<file path="src/logic/cpuPkg.sv">
package cpuPkg;

    typedef logic [31:0] wordT;
    typedef logic [4:0] regIndexT;
    typedef logic [5:0] memIndexT;

    localparam int IMEM_WORDS = 64;
    localparam int DMEM_WORDS = 64;

    // primary opcodes
    localparam logic [5:0] OP_RTYPE = 6'h00;
    localparam logic [5:0] OP_ADDI = 6'h08;
    localparam logic [5:0] OP_LW = 6'h23;
    localparam logic [5:0] OP_SW = 6'h2b;
    localparam logic [5:0] OP_BEQ = 6'h04;
    localparam logic [5:0] OP_J = 6'h02;

    // r-type funct field
    localparam logic [5:0] FN_ADD = 6'h20;
    localparam logic [5:0] FN_SUB = 6'h22;
    localparam logic [5:0] FN_AND = 6'h24;
    localparam logic [5:0] FN_OR = 6'h25;
    localparam logic [5:0] FN_SLT = 6'h2a;

    typedef enum logic [2:0] {
        fetch,
        decode,
        execute,
        memAccess,
        writeBack
    } cpuStateT;

    typedef enum logic [2:0] {
        aluAdd,
        aluSub,
        aluAnd,
        aluOr,
        aluSlt
    } aluOpT;

    typedef struct packed {
        wordT address;
        wordT writeData;
        logic readEnable;
        logic writeEnable;
    } ramReqT;

    typedef struct packed {
        regIndexT writeRegister;
        wordT writeData;
        logic writeEnable;
    } regWriteT;

    typedef struct packed {
        logic irLoad;
        logic pcWrite;
        logic branchTaken;
        logic jumpTaken;
        aluOpT aluOp;
        logic aluSrcImm;
        logic memRead;
        logic memWrite;
        logic regWrite;
        logic writeFromMem;
        logic writeToRt;
    } controlT;

endpackage
</file>
<file path="src/logic/regFile.sv">
`timescale 1ns/1ps

module regFile (
    input  logic cpuClk,
    input  logic rst,
    input  cpuPkg::regIndexT readRegister1,
    input  cpuPkg::regIndexT readRegister2,
    output cpuPkg::wordT readData1,
    output cpuPkg::wordT readData2,
    input  cpuPkg::regWriteT writeReq,
    input  cpuPkg::regIndexT debugRegister,
    output cpuPkg::wordT debugData
);

    cpuPkg::wordT regs [32];

    always_ff @(posedge cpuClk or posedge rst) begin
        if (rst) begin
            for (int i = 0; i < 32; i++) begin
                regs[i] <= '0;
            end
        end else if (writeReq.writeEnable && writeReq.writeRegister != '0) begin
            regs[writeReq.writeRegister] <= writeReq.writeData;
        end
    end

    assign readData1 = regs[readRegister1];
    assign readData2 = regs[readRegister2];

    // board debug port
    assign debugData = regs[debugRegister];

    assert property (@(posedge cpuClk) disable iff (rst) regs[0] == '0);

endmodule

</file>
<file path="config.mk">
export PLATFORM = sky130hd
export DESIGN_NAME = regFile
export DESIGN_NICKNAME = d
export VERILOG_FILES = /design/src/logic/cpuPkg.sv /design/src/logic/regFile.sv
export SDC_FILE = /design/constraint.sdc
export NUM_CORES = 2
export LEC_CHECK = 0
export BUFFER_PORTS_ARGS = -buffer_cell sky130_fd_sc_hd__buf_4
export CORE_ASPECT_RATIO = 0.75
export CORE_MARGIN = 5
export CORE_UTILIZATION = 35
export DETAILED_ROUTE_END_ITERATION = 12
export SYNTH_ARGS = -nofsm -noshare
export SYNTH_HDL_FRONTEND = slang
export SYNTH_SLANG_ARGS = --single-unit
</file>
<file path="constraint.sdc">
create_clock -name cpuClk -period 33.8 [get_ports cpuClk]
set_input_delay 3.38 -clock cpuClk [delete_from_list [all_inputs] [get_ports cpuClk]]
set_output_delay 3.38 -clock cpuClk [all_outputs]
set_load 0.05 [all_outputs]
</file>
==> results.md <==
- Status: complete, no violations
- Flip-flop and latch area: 25620 µm²
- WL per Instance: 28.72 µm
- Tmin final: 12.56 ns
- Synth unique cells: 30
- Worst Skew: 0 ns
- CP most frequent cell: buf_4
- Worst Setup Start Kind: primary input
- Slew of the pin with the lowest slew margin: 1.234 ns
- PwrDens: 54.78 nW/µm²
- Die Y: 382.4 µm
- Cell row count: 136
- CTS Buf Count: 103
- MaxCap Viol Count: 0
- CP delay by family, top: buffers and inverters
- RSZ-0062 raised after global routing: no
- Placer Congestion: 0.8158
- Pre-CTS setup slack: 21.27 ns
- Final core area utilization: 38.18%
- First-pass GRT wire length: 335800 µm
- Drt first pass iters: 6
- GRT Overall Usage: 22.72%
- Clock Path Buffers: 3
- Arrival time of the worst setup path: 9.18 ns
- Antenna violations before repair: 3
- Detail Placement HPWL: 121400 µm
- Initial DRC count: 5324
- Largest net degree at the start of global routing: 183
- CTS tree: done
- Area growth from synthesis to layout: 8.315%
- Clk root buf: clkbuf_16
- Number of port buffers: 150
- Post-Syn Instances: 5760
- Clock latency on the worst-skew pair: 0.70 ns
- Pleak: 32.65 nW
- Setup Viol. Count Final: 0
- Setup WS post-layout: 21.24 ns
- Fmax: 0.07960 GHz
- GR Overflow Total: 0
- Vias: 49240
- Crit Path Class: in2out
- ANT nets after route: 0
- Max FFs per register: 1024
- Slowest stage cell, crit path: buf_4
- Share of cells above drive strength 1: 25.40%
- Fillers: 17650
- Layout Nets: 5565
- Vias/cell: 6.154
- Clock-pin slew on the worst setup and hold paths: 0.06 ns
- Post-cts repair resize count: 0
- Initial Util: 35.25%
- Worst Hold Class: reg2reg
- Post-synthesis sequential element count: 1024
- Synth async-reset ratio: 100.0%
- Number of enable flip-flop cells after synthesis: 0
- Worst vdd ir: 0.04194 mV
- CP cell instances: buf_8 -> buf_4 -> buf_4 -> buf_4 -> buf_4 -> mux2i_1 -> a22o_1 -> nor3_1 -> a31oi_1 -> nand3_1 -> buf_4
- Clk sinks: 1024
- Biggest register: regs
- Setup crit end kind: output pin
- Max-Slew Margin vs Limit: 17.71%
- TNS Setup: 0 ns
- Core Region: 183600 µm²
- Leading cell type in the layout, fill and taps excluded: mux2i_1
- Final Hold Viols: 0
- Post-Syn Area per Cell: 11.24 µm²
- Critical path fanouts, max: 94
- Largest regs: regs (1024)
- Post-CTS Setup Bufs: 0
- WP buf/inv: 6
- Ys flop type: dfrtp_1
- Commonest non-fill, non-tap cells in the layout: mux2i_1, dfrtp_1, mux2_2
- Post-Route WL: 229800 µm
- IO Count: 151
- Hold_buf cts: 0
- Post-Syn Area: 64720 µm²
- Final Max Tran Viols: 0
- DRC Markers: 0
- Hold WS: 0.4222 ns
- Area occupied by multi-input gates: 36080 µm²
- Vias in the first global route: 47960
- Synthesized Nets: 5815
- Critical path data required time: 30.42 ns
- CP max stage delay: 0.95 ns
- Synth warn: 0
- DIE AREA: 193700 µm²
- Die W: 506.5 µm
- H-tree levels: 3
- Sequential cell area fraction in the yosys report: 39.59%
- Fin crit share: 37.17%
## final cells by class
class	count	area share, %
Tap cell	2415	4.310
Clock inverter	36	0.6283
Sequential cell	1024	36.55
Multi-Input combinational cell	4136	51.46
Antenna cell	1	0.003570
Inverter	1	0.01606
Timing Repair Buffer	244	2.824
Clock buffer	145	4.203
## final timing paths
path / from / to / slack, ns / cells after the start
setup / recovery: debugRegister[1] / debugData[0] / 21.24 / 11
hold / removal: regs[1018] / regs[1018] / 0.42 / 0
setup reg to reg: regs[578] / regs[578] / 32.97 / 1
hold reg to reg: regs[1018] / regs[1018] / 0.42 / 0
max in group asynchronous: rst / regs[538] / 27.80 / 5
min in group asynchronous: rst / regs[230] / 2.71 / 2
## synth_stat cells (6+ instances only)
cell / count / area, µm²
mux2i_1: 1536 / 15370
dfrtp_1: 1024 / 25620
mux2_2: 955 / 10750
nand2_1: 307 / 1152
nand3_1: 290 / 1451
a21oi_1: 288 / 1441
a22oi_1: 288 / 2162
clkbuf_1: 268 / 1006
a22o_1: 192 / 1682
buf_2: 142 / 710.7
buf_4: 102 / 765.7
nor3_1: 97 / 485.5
a31oi_1: 96 / 600.6
buf_6: 45 / 506.7
buf_1: 41 / 153.9
mux2_1: 37 / 416.7
nor2_4: 16 / 180.2
nand2b_1: 6 / 37.54
nor2b_1: 6 / 37.54
## logic make-up after synthesis
family                 synth area share, %
DFF                                  39.59
buffers and inverters                4.883
muxes                                41.02
and+or+nand+nor                      5.415
AOI/OAI and AO/OA                    9.094
## metrics by stage
stage                     cells  cell area, µm²  total power, mW
after detailed placement   7820           66710            2.650
final                      8002           70100            3.840
after global routing       8002           70100            4.019
after global placement     7820           66710            2.609
after floorplan            5760           64720            2.384
after CTS                  8001           70100            3.848
## power by group
group	switching [mW]	internal, mW
clock network	0.523	0.668
logic	0.499	0.452
registers	0.240	1.46
## layer usage
metal,up-vias,GRT usage (%),part of all wire [%]
met1,25400,32.17,44
met4,0,8.489,4.1
met2,2334,34.55,44
li1,20980,-,-
met3,529,4.146,7.9
met5,-,0,0
No activity file was read; power rests on OpenSTA's default activity.
