**src/logic/cpuPkg.sv**
```systemverilog
package cpuPkg;

    typedef logic [31:0] wordT;
    typedef logic [4:0] regIndexT;
    typedef logic [5:0] memIndexT;

    localparam int IMEM_WORDS = 64;
    localparam int DMEM_WORDS = 64;

    // primary opcodes
    localparam logic [5:0] OP_RTYPE = 6'h00;
    localparam logic [5:0] OP_ADDI = 6'h08;
    localparam logic [5:0] OP_LW = 6'h23;
    localparam logic [5:0] OP_SW = 6'h2b;
    localparam logic [5:0] OP_BEQ = 6'h04;
    localparam logic [5:0] OP_J = 6'h02;

    // r-type funct field
    localparam logic [5:0] FN_ADD = 6'h20;
    localparam logic [5:0] FN_SUB = 6'h22;
    localparam logic [5:0] FN_AND = 6'h24;
    localparam logic [5:0] FN_OR = 6'h25;
    localparam logic [5:0] FN_SLT = 6'h2a;

    typedef enum logic [2:0] {
        fetch,
        decode,
        execute,
        memAccess,
        writeBack
    } cpuStateT;

    typedef enum logic [2:0] {
        aluAdd,
        aluSub,
        aluAnd,
        aluOr,
        aluSlt
    } aluOpT;

    typedef struct packed {
        wordT address;
        wordT writeData;
        logic readEnable;
        logic writeEnable;
    } ramReqT;

    typedef struct packed {
        regIndexT writeRegister;
        wordT writeData;
        logic writeEnable;
    } regWriteT;

    typedef struct packed {
        logic irLoad;
        logic pcWrite;
        logic branchTaken;
        logic jumpTaken;
        aluOpT aluOp;
        logic aluSrcImm;
        logic memRead;
        logic memWrite;
        logic regWrite;
        logic writeFromMem;
        logic writeToRt;
    } controlT;

endpackage
```
**src/logic/dataRam.sv**
```systemverilog
`timescale 1ns/1ps

module dataRam (
    input  logic cpuClk,
    input  logic rst,
    input  cpuPkg::ramReqT request,
    output cpuPkg::wordT readData
);

    cpuPkg::wordT mem [cpuPkg::DMEM_WORDS];
    cpuPkg::memIndexT wordIndex;

    assign wordIndex = request.address[7:2];

    always_ff @(posedge cpuClk or posedge rst) begin
        if (rst) begin
            for (int i = 0; i < cpuPkg::DMEM_WORDS; i++) begin
                mem[i] <= '0;
            end
        end else if (request.writeEnable) begin
            mem[wordIndex] <= request.writeData;
        end
    end

    assign readData = request.readEnable ? mem[wordIndex] : '0;

    assert property (@(posedge cpuClk) disable iff (rst)
        (request.readEnable || request.writeEnable) |-> request.address[1:0] == 2'b00);

endmodule

```
**config.mk**
```make
export PLATFORM = sky130hd
export DESIGN_NAME = dataRam
export DESIGN_NICKNAME = d
export VERILOG_FILES = /design/src/logic/cpuPkg.sv /design/src/logic/dataRam.sv
export SDC_FILE = /design/constraint.sdc
export NUM_CORES = 2
export LEC_CHECK = 0
export ABC_AREA = 1
export BUFFER_PORTS_ARGS = -buffer_cell sky130_fd_sc_hd__buf_2
export CORE_MARGIN = 2
export CORE_UTILIZATION = 35
export CTS_CLUSTER_DIAMETER = 60
export DETAILED_ROUTE_END_ITERATION = 7
export PLACE_DENSITY = 0.59
export SLEW_MARGIN = 10
export SYNTH_ARGS = -nofsm -noshare
export SYNTH_HDL_FRONTEND = slang
export SYNTH_SLANG_ARGS = --single-unit
```
**constraint.sdc**
```tcl
create_clock -name cpuClk -period 60.5 [get_ports cpuClk]
set_input_delay 6.05 -clock cpuClk [delete_from_list [all_inputs] [get_ports cpuClk]]
set_output_delay 6.05 -clock cpuClk [all_outputs]
set_load 0.01 [all_outputs]
```
==> out/qor.csv <==
metric,value,unit
Hold Crit Class,reg -> reg,
post-synthesis register bit count,2048,
cell count of the worst reg-to-reg path,2,
Crit. Startpoint,request[36],
Comb power frac,0.144,
"Hold-fix buffers, CTS",0,
Starting Density,0.352,
pwr/cell area,33.3,nW/um2
"most used cell, CP",nand2_1,
share of cells above drive strength 1,0.0529,
post-CTS sizing,0,
Setup crit end kind,output port,
Final min period,17.32,ns
initial antenna violation count,21,
Initial DRT Pass Iterations,6,
Worst Path Max Fanout,138,
max-slew violations,0,
gr usage total,0.228,
leakage,0.0544,uW
Worst R2R Start,mem[1622]$_DFFE_PP0P_,
Sink Count,2048,
Die ar.,279000,um2
Internal,2530,uW
final hold vios,0,
Flop pwr share,0.477,
Max-cap violations,0,
Final WS setup,43.18,ns
flop-to-flop setup slack,59.74,ns
Top reg by flops,mem,
Synth Cell Area,96300,um2
critical path class,in -> out,
I/O Buffers,73,
Yosys cell types,24,
grt ovf,0,
worst-margin pin slew,1.22,ns
maximum vdd drop,0.0000315,V
HPWL after detailed placement,177000,um
period utilisation layout,0.286,
crit-path cells,buf_8 > buf_4 > buf_4 > buf_12 > buf_4 > nand2_1 > o21ai_0 > nand2_1 > nand2_1 > nand2_1 > nand2_1 > nand2_1 > nand2_1 > nor2_1 > a21oi_1 > buf_2,
post-synthesis sequential area ratio,0.532,
critical path startpoint category,input pin,
dpl ws,43.15,ns
clk_skew,0,ns
highest achievable clock rate,0.0577,GHz
Core Rows,192,
outcome,completed,
RSZ-0062 raised after global routing,false,
clock power share,0.378,
crit path DAT,11.27,ns
Post-CTS Setup Bufs,0,
num ports,100,
worst setup path end,readData[1],
die width,529,um
max FFs per register,2048,
CTS tree,done,
vias in the first global route,76000,
final setup TNS,0,ns
WL/cell,19.5,um
"Avg Cell Area, Syn",7.33,um2
Psw,996,uW
clk buf depth,3,
starting DRC count in detailed routing,7284,
# H-tree levels,4,
Die H,529,um
slowest CP cell,buf_4,
P&R area growth vs syn,9.96,%
CTS Buf Count,221,
Critical Path Max Stage Delay,0.84,ns
Core Region,274000,um2
largest net degree at the start of global routing,179,
Clock Pin Slew Worst Setup and Hold Paths,0.06,ns
Post-Route WL,319000,um
Post-Syn Nets,13200,
clk_lat worst skew,0.85,ns
Largest regs,mem (2048),
routed vias/inst,4.97,
DRC viols,0,
Post-DRT Antenna Nets,0,
CP Data Required Time,54.45,ns
final number of setup-violating endpoints,0,
relative slew slack,0.186,
global-route wire length before repair,488000,um
Mapped Cells,13100,
post-layout net count,12700,
synth warn,0,
Vias,81300,
GPL Wtd Cong,0.820,
Clk Tree Root Cell,clkbuf_16,
R2R Path End,mem[1622]$_DFFE_PP0P_,
Layout fillers,28700,
fraction of power spent switching nets,0.283,
==> cells by family (layout without fill, tap and decap cells) <==
family / count (synthesis) / in the layout / share of synthesized area
AND/OR/NAND/NOR: 7568 / 7568 / 0.297
AO/OA/AOI/OAI: 2222 / 2222 / 0.116
flip-flops: 2048 / 2048 / 0.532
buffers and inverters: 1263 / 882 / 0.0520
multiplexers: 31 / 31 / 0.00322
other: 0 / 10 / 0
==> Yosys cell counts <==
cell | count | area share
a21oi_1 | 600 | 0.031
dfrtp_1 | 2048 | 0.53
buf_1 | 45 | 0.0018
or2_2 | 3 | 0.00019
buf_2 | 204 | 0.011
inv_2 | 14 | 0.00055
nor2_2 | 25 | 0.0016
nand2_2 | 11 | 0.00071
buf_4 | 3 | 0.00023
o211ai_1 | 6 | 0.00047
nor2_1 | 647 | 0.025
inv_1 | 248 | 0.0097
clkinv_1 | 1 | 0.000039
clkbuf_1 | 748 | 0.029
nor4_4 | 1 | 0.00022
o21ai_1 | 74 | 0.0038
mux2i_1 | 31 | 0.0032
o21ai_0 | 1542 | 0.080
nor3_2 | 3 | 0.00031
nor3_1 | 3 | 0.00016
nand3b_1 | 1 | 0.000078
nand2_1 | 6863 | 0.27
nand3_1 | 7 | 0.00036
nor3_4 | 4 | 0.00068
==> placed cells by master, fill, tap and decap left out <==
| master | synthesis | final |
|---|---|---|
| buf_4 | 3 | 145 |
| inv_8 | 0 | 3 |
| dfrtp_1 | 2048 | 2048 |
| or2_2 | 3 | 3 |
| nor2_4 | 0 | 25 |
| nor3_2 | 3 | 2 |
| inv_2 | 14 | 41 |
| nand2_1 | 6863 | 6832 |
| clkbuf_16 | 0 | 225 |
| mux2i_1 | 31 | 31 |
| nand3b_1 | 1 | 1 |
| inv_1 | 248 | 216 |
| nor2_1 | 647 | 644 |
| clkinvlp_4 | 0 | 5 |
| clkinv_2 | 0 | 21 |
| buf_12 | 0 | 11 |
| bufinv_16 | 0 | 6 |
| a21oi_1 | 600 | 600 |
| clkinv_4 | 0 | 1 |
| nor3_4 | 4 | 6 |
| nor4_4 | 1 | 1 |
| clkinv_8 | 0 | 4 |
| nand2_4 | 0 | 17 |
| nand3_1 | 7 | 6 |
| clkbuf_8 | 0 | 53 |
| nand2_2 | 11 | 25 |
| clkbuf_1 | 748 | 73 |
| nand3_2 | 0 | 1 |
| o21ai_0 | 1542 | 1542 |
| o211ai_1 | 6 | 6 |
| nor3_1 | 3 | 2 |
| o21ai_1 | 74 | 74 |
| buf_2 | 204 | 70 |
| clkinv_1 | 1 | 2 |
| nor2_2 | 25 | 3 |
| inv_6 | 0 | 3 |
| buf_8 | 0 | 3 |
| diode_2 | 0 | 10 |
==> metal layers <==
metal | GRT usage | up-vias | wire length (um)
li1 | - | 39800 | -
met1 | 0.314 | 38900 | 143000
met2 | 0.374 | 2202 | 148000
met3 | 0.0281 | 445 | 18300
met4 | 0.0656 | 8 | 9210
met5 | 0 | - | 46
==> how the worst min path moves through the flow <==
stage,from,endpoint,cells past startpoint
final,mem[893]$_DFFE_PP0P_,mem[893]$_DFFE_PP0P_,2
after global routing,mem[92]$_DFFE_PP0P_,mem[92]$_DFFE_PP0P_,2
after CTS,mem[893]$_DFFE_PP0P_,mem[893]$_DFFE_PP0P_,2
after detailed placement,mem[893]$_DFFE_PP0P_,mem[893]$_DFFE_PP0P_,2
after global placement,mem[1277]$_DFFE_PP0P_,mem[1277]$_DFFE_PP0P_,2
after floorplan,mem[893]$_DFFE_PP0P_,mem[893]$_DFFE_PP0P_,2
==> stage by stage <==
stage                util  hold WS, ns  std cells  total power, uW  area [um2]
CTS                 0.387        0.480      16300             3540      106000
detailed placement  0.361        0.466      16000             2210       98800
floorplan               -        0.445      13100             2090       96300
global route        0.387        0.495      16300             3710      106000
global placement    0.361        0.460      16000             2200       98800
finish              0.387        0.474      16400             3520      106000
==> worst max-delay path: cells and delay by family <==
family          cells  cell delay [ns]
simple gates        8             0.95
buf+inv             6             3.18
compound gates      2             0.66
==> power groups by stage <==
stage	clock network (uW)	logic, uW	registers [uW]
after global placement	0	500	1700
after global routing	1410	596	1710
after detailed placement	0	509	1700
after floorplan	0	386	1700
final	1330	508	1680
after CTS	1350	511	1680
==> cell type report <==
type	count	area [um2]	share of cell area
diodes	10	25.0	0.000236
clock buffers	351	6630	0.0626
clock inverters	39	415	0.00392
inverters	263	1010	0.00957
multi-input cells	9821	40400	0.381
flip-flops and latches	2048	51200	0.484
well taps	3589	4490	0.0424
repair buffers	229	1700	0.0161
(Power assumes the default switching activity.)
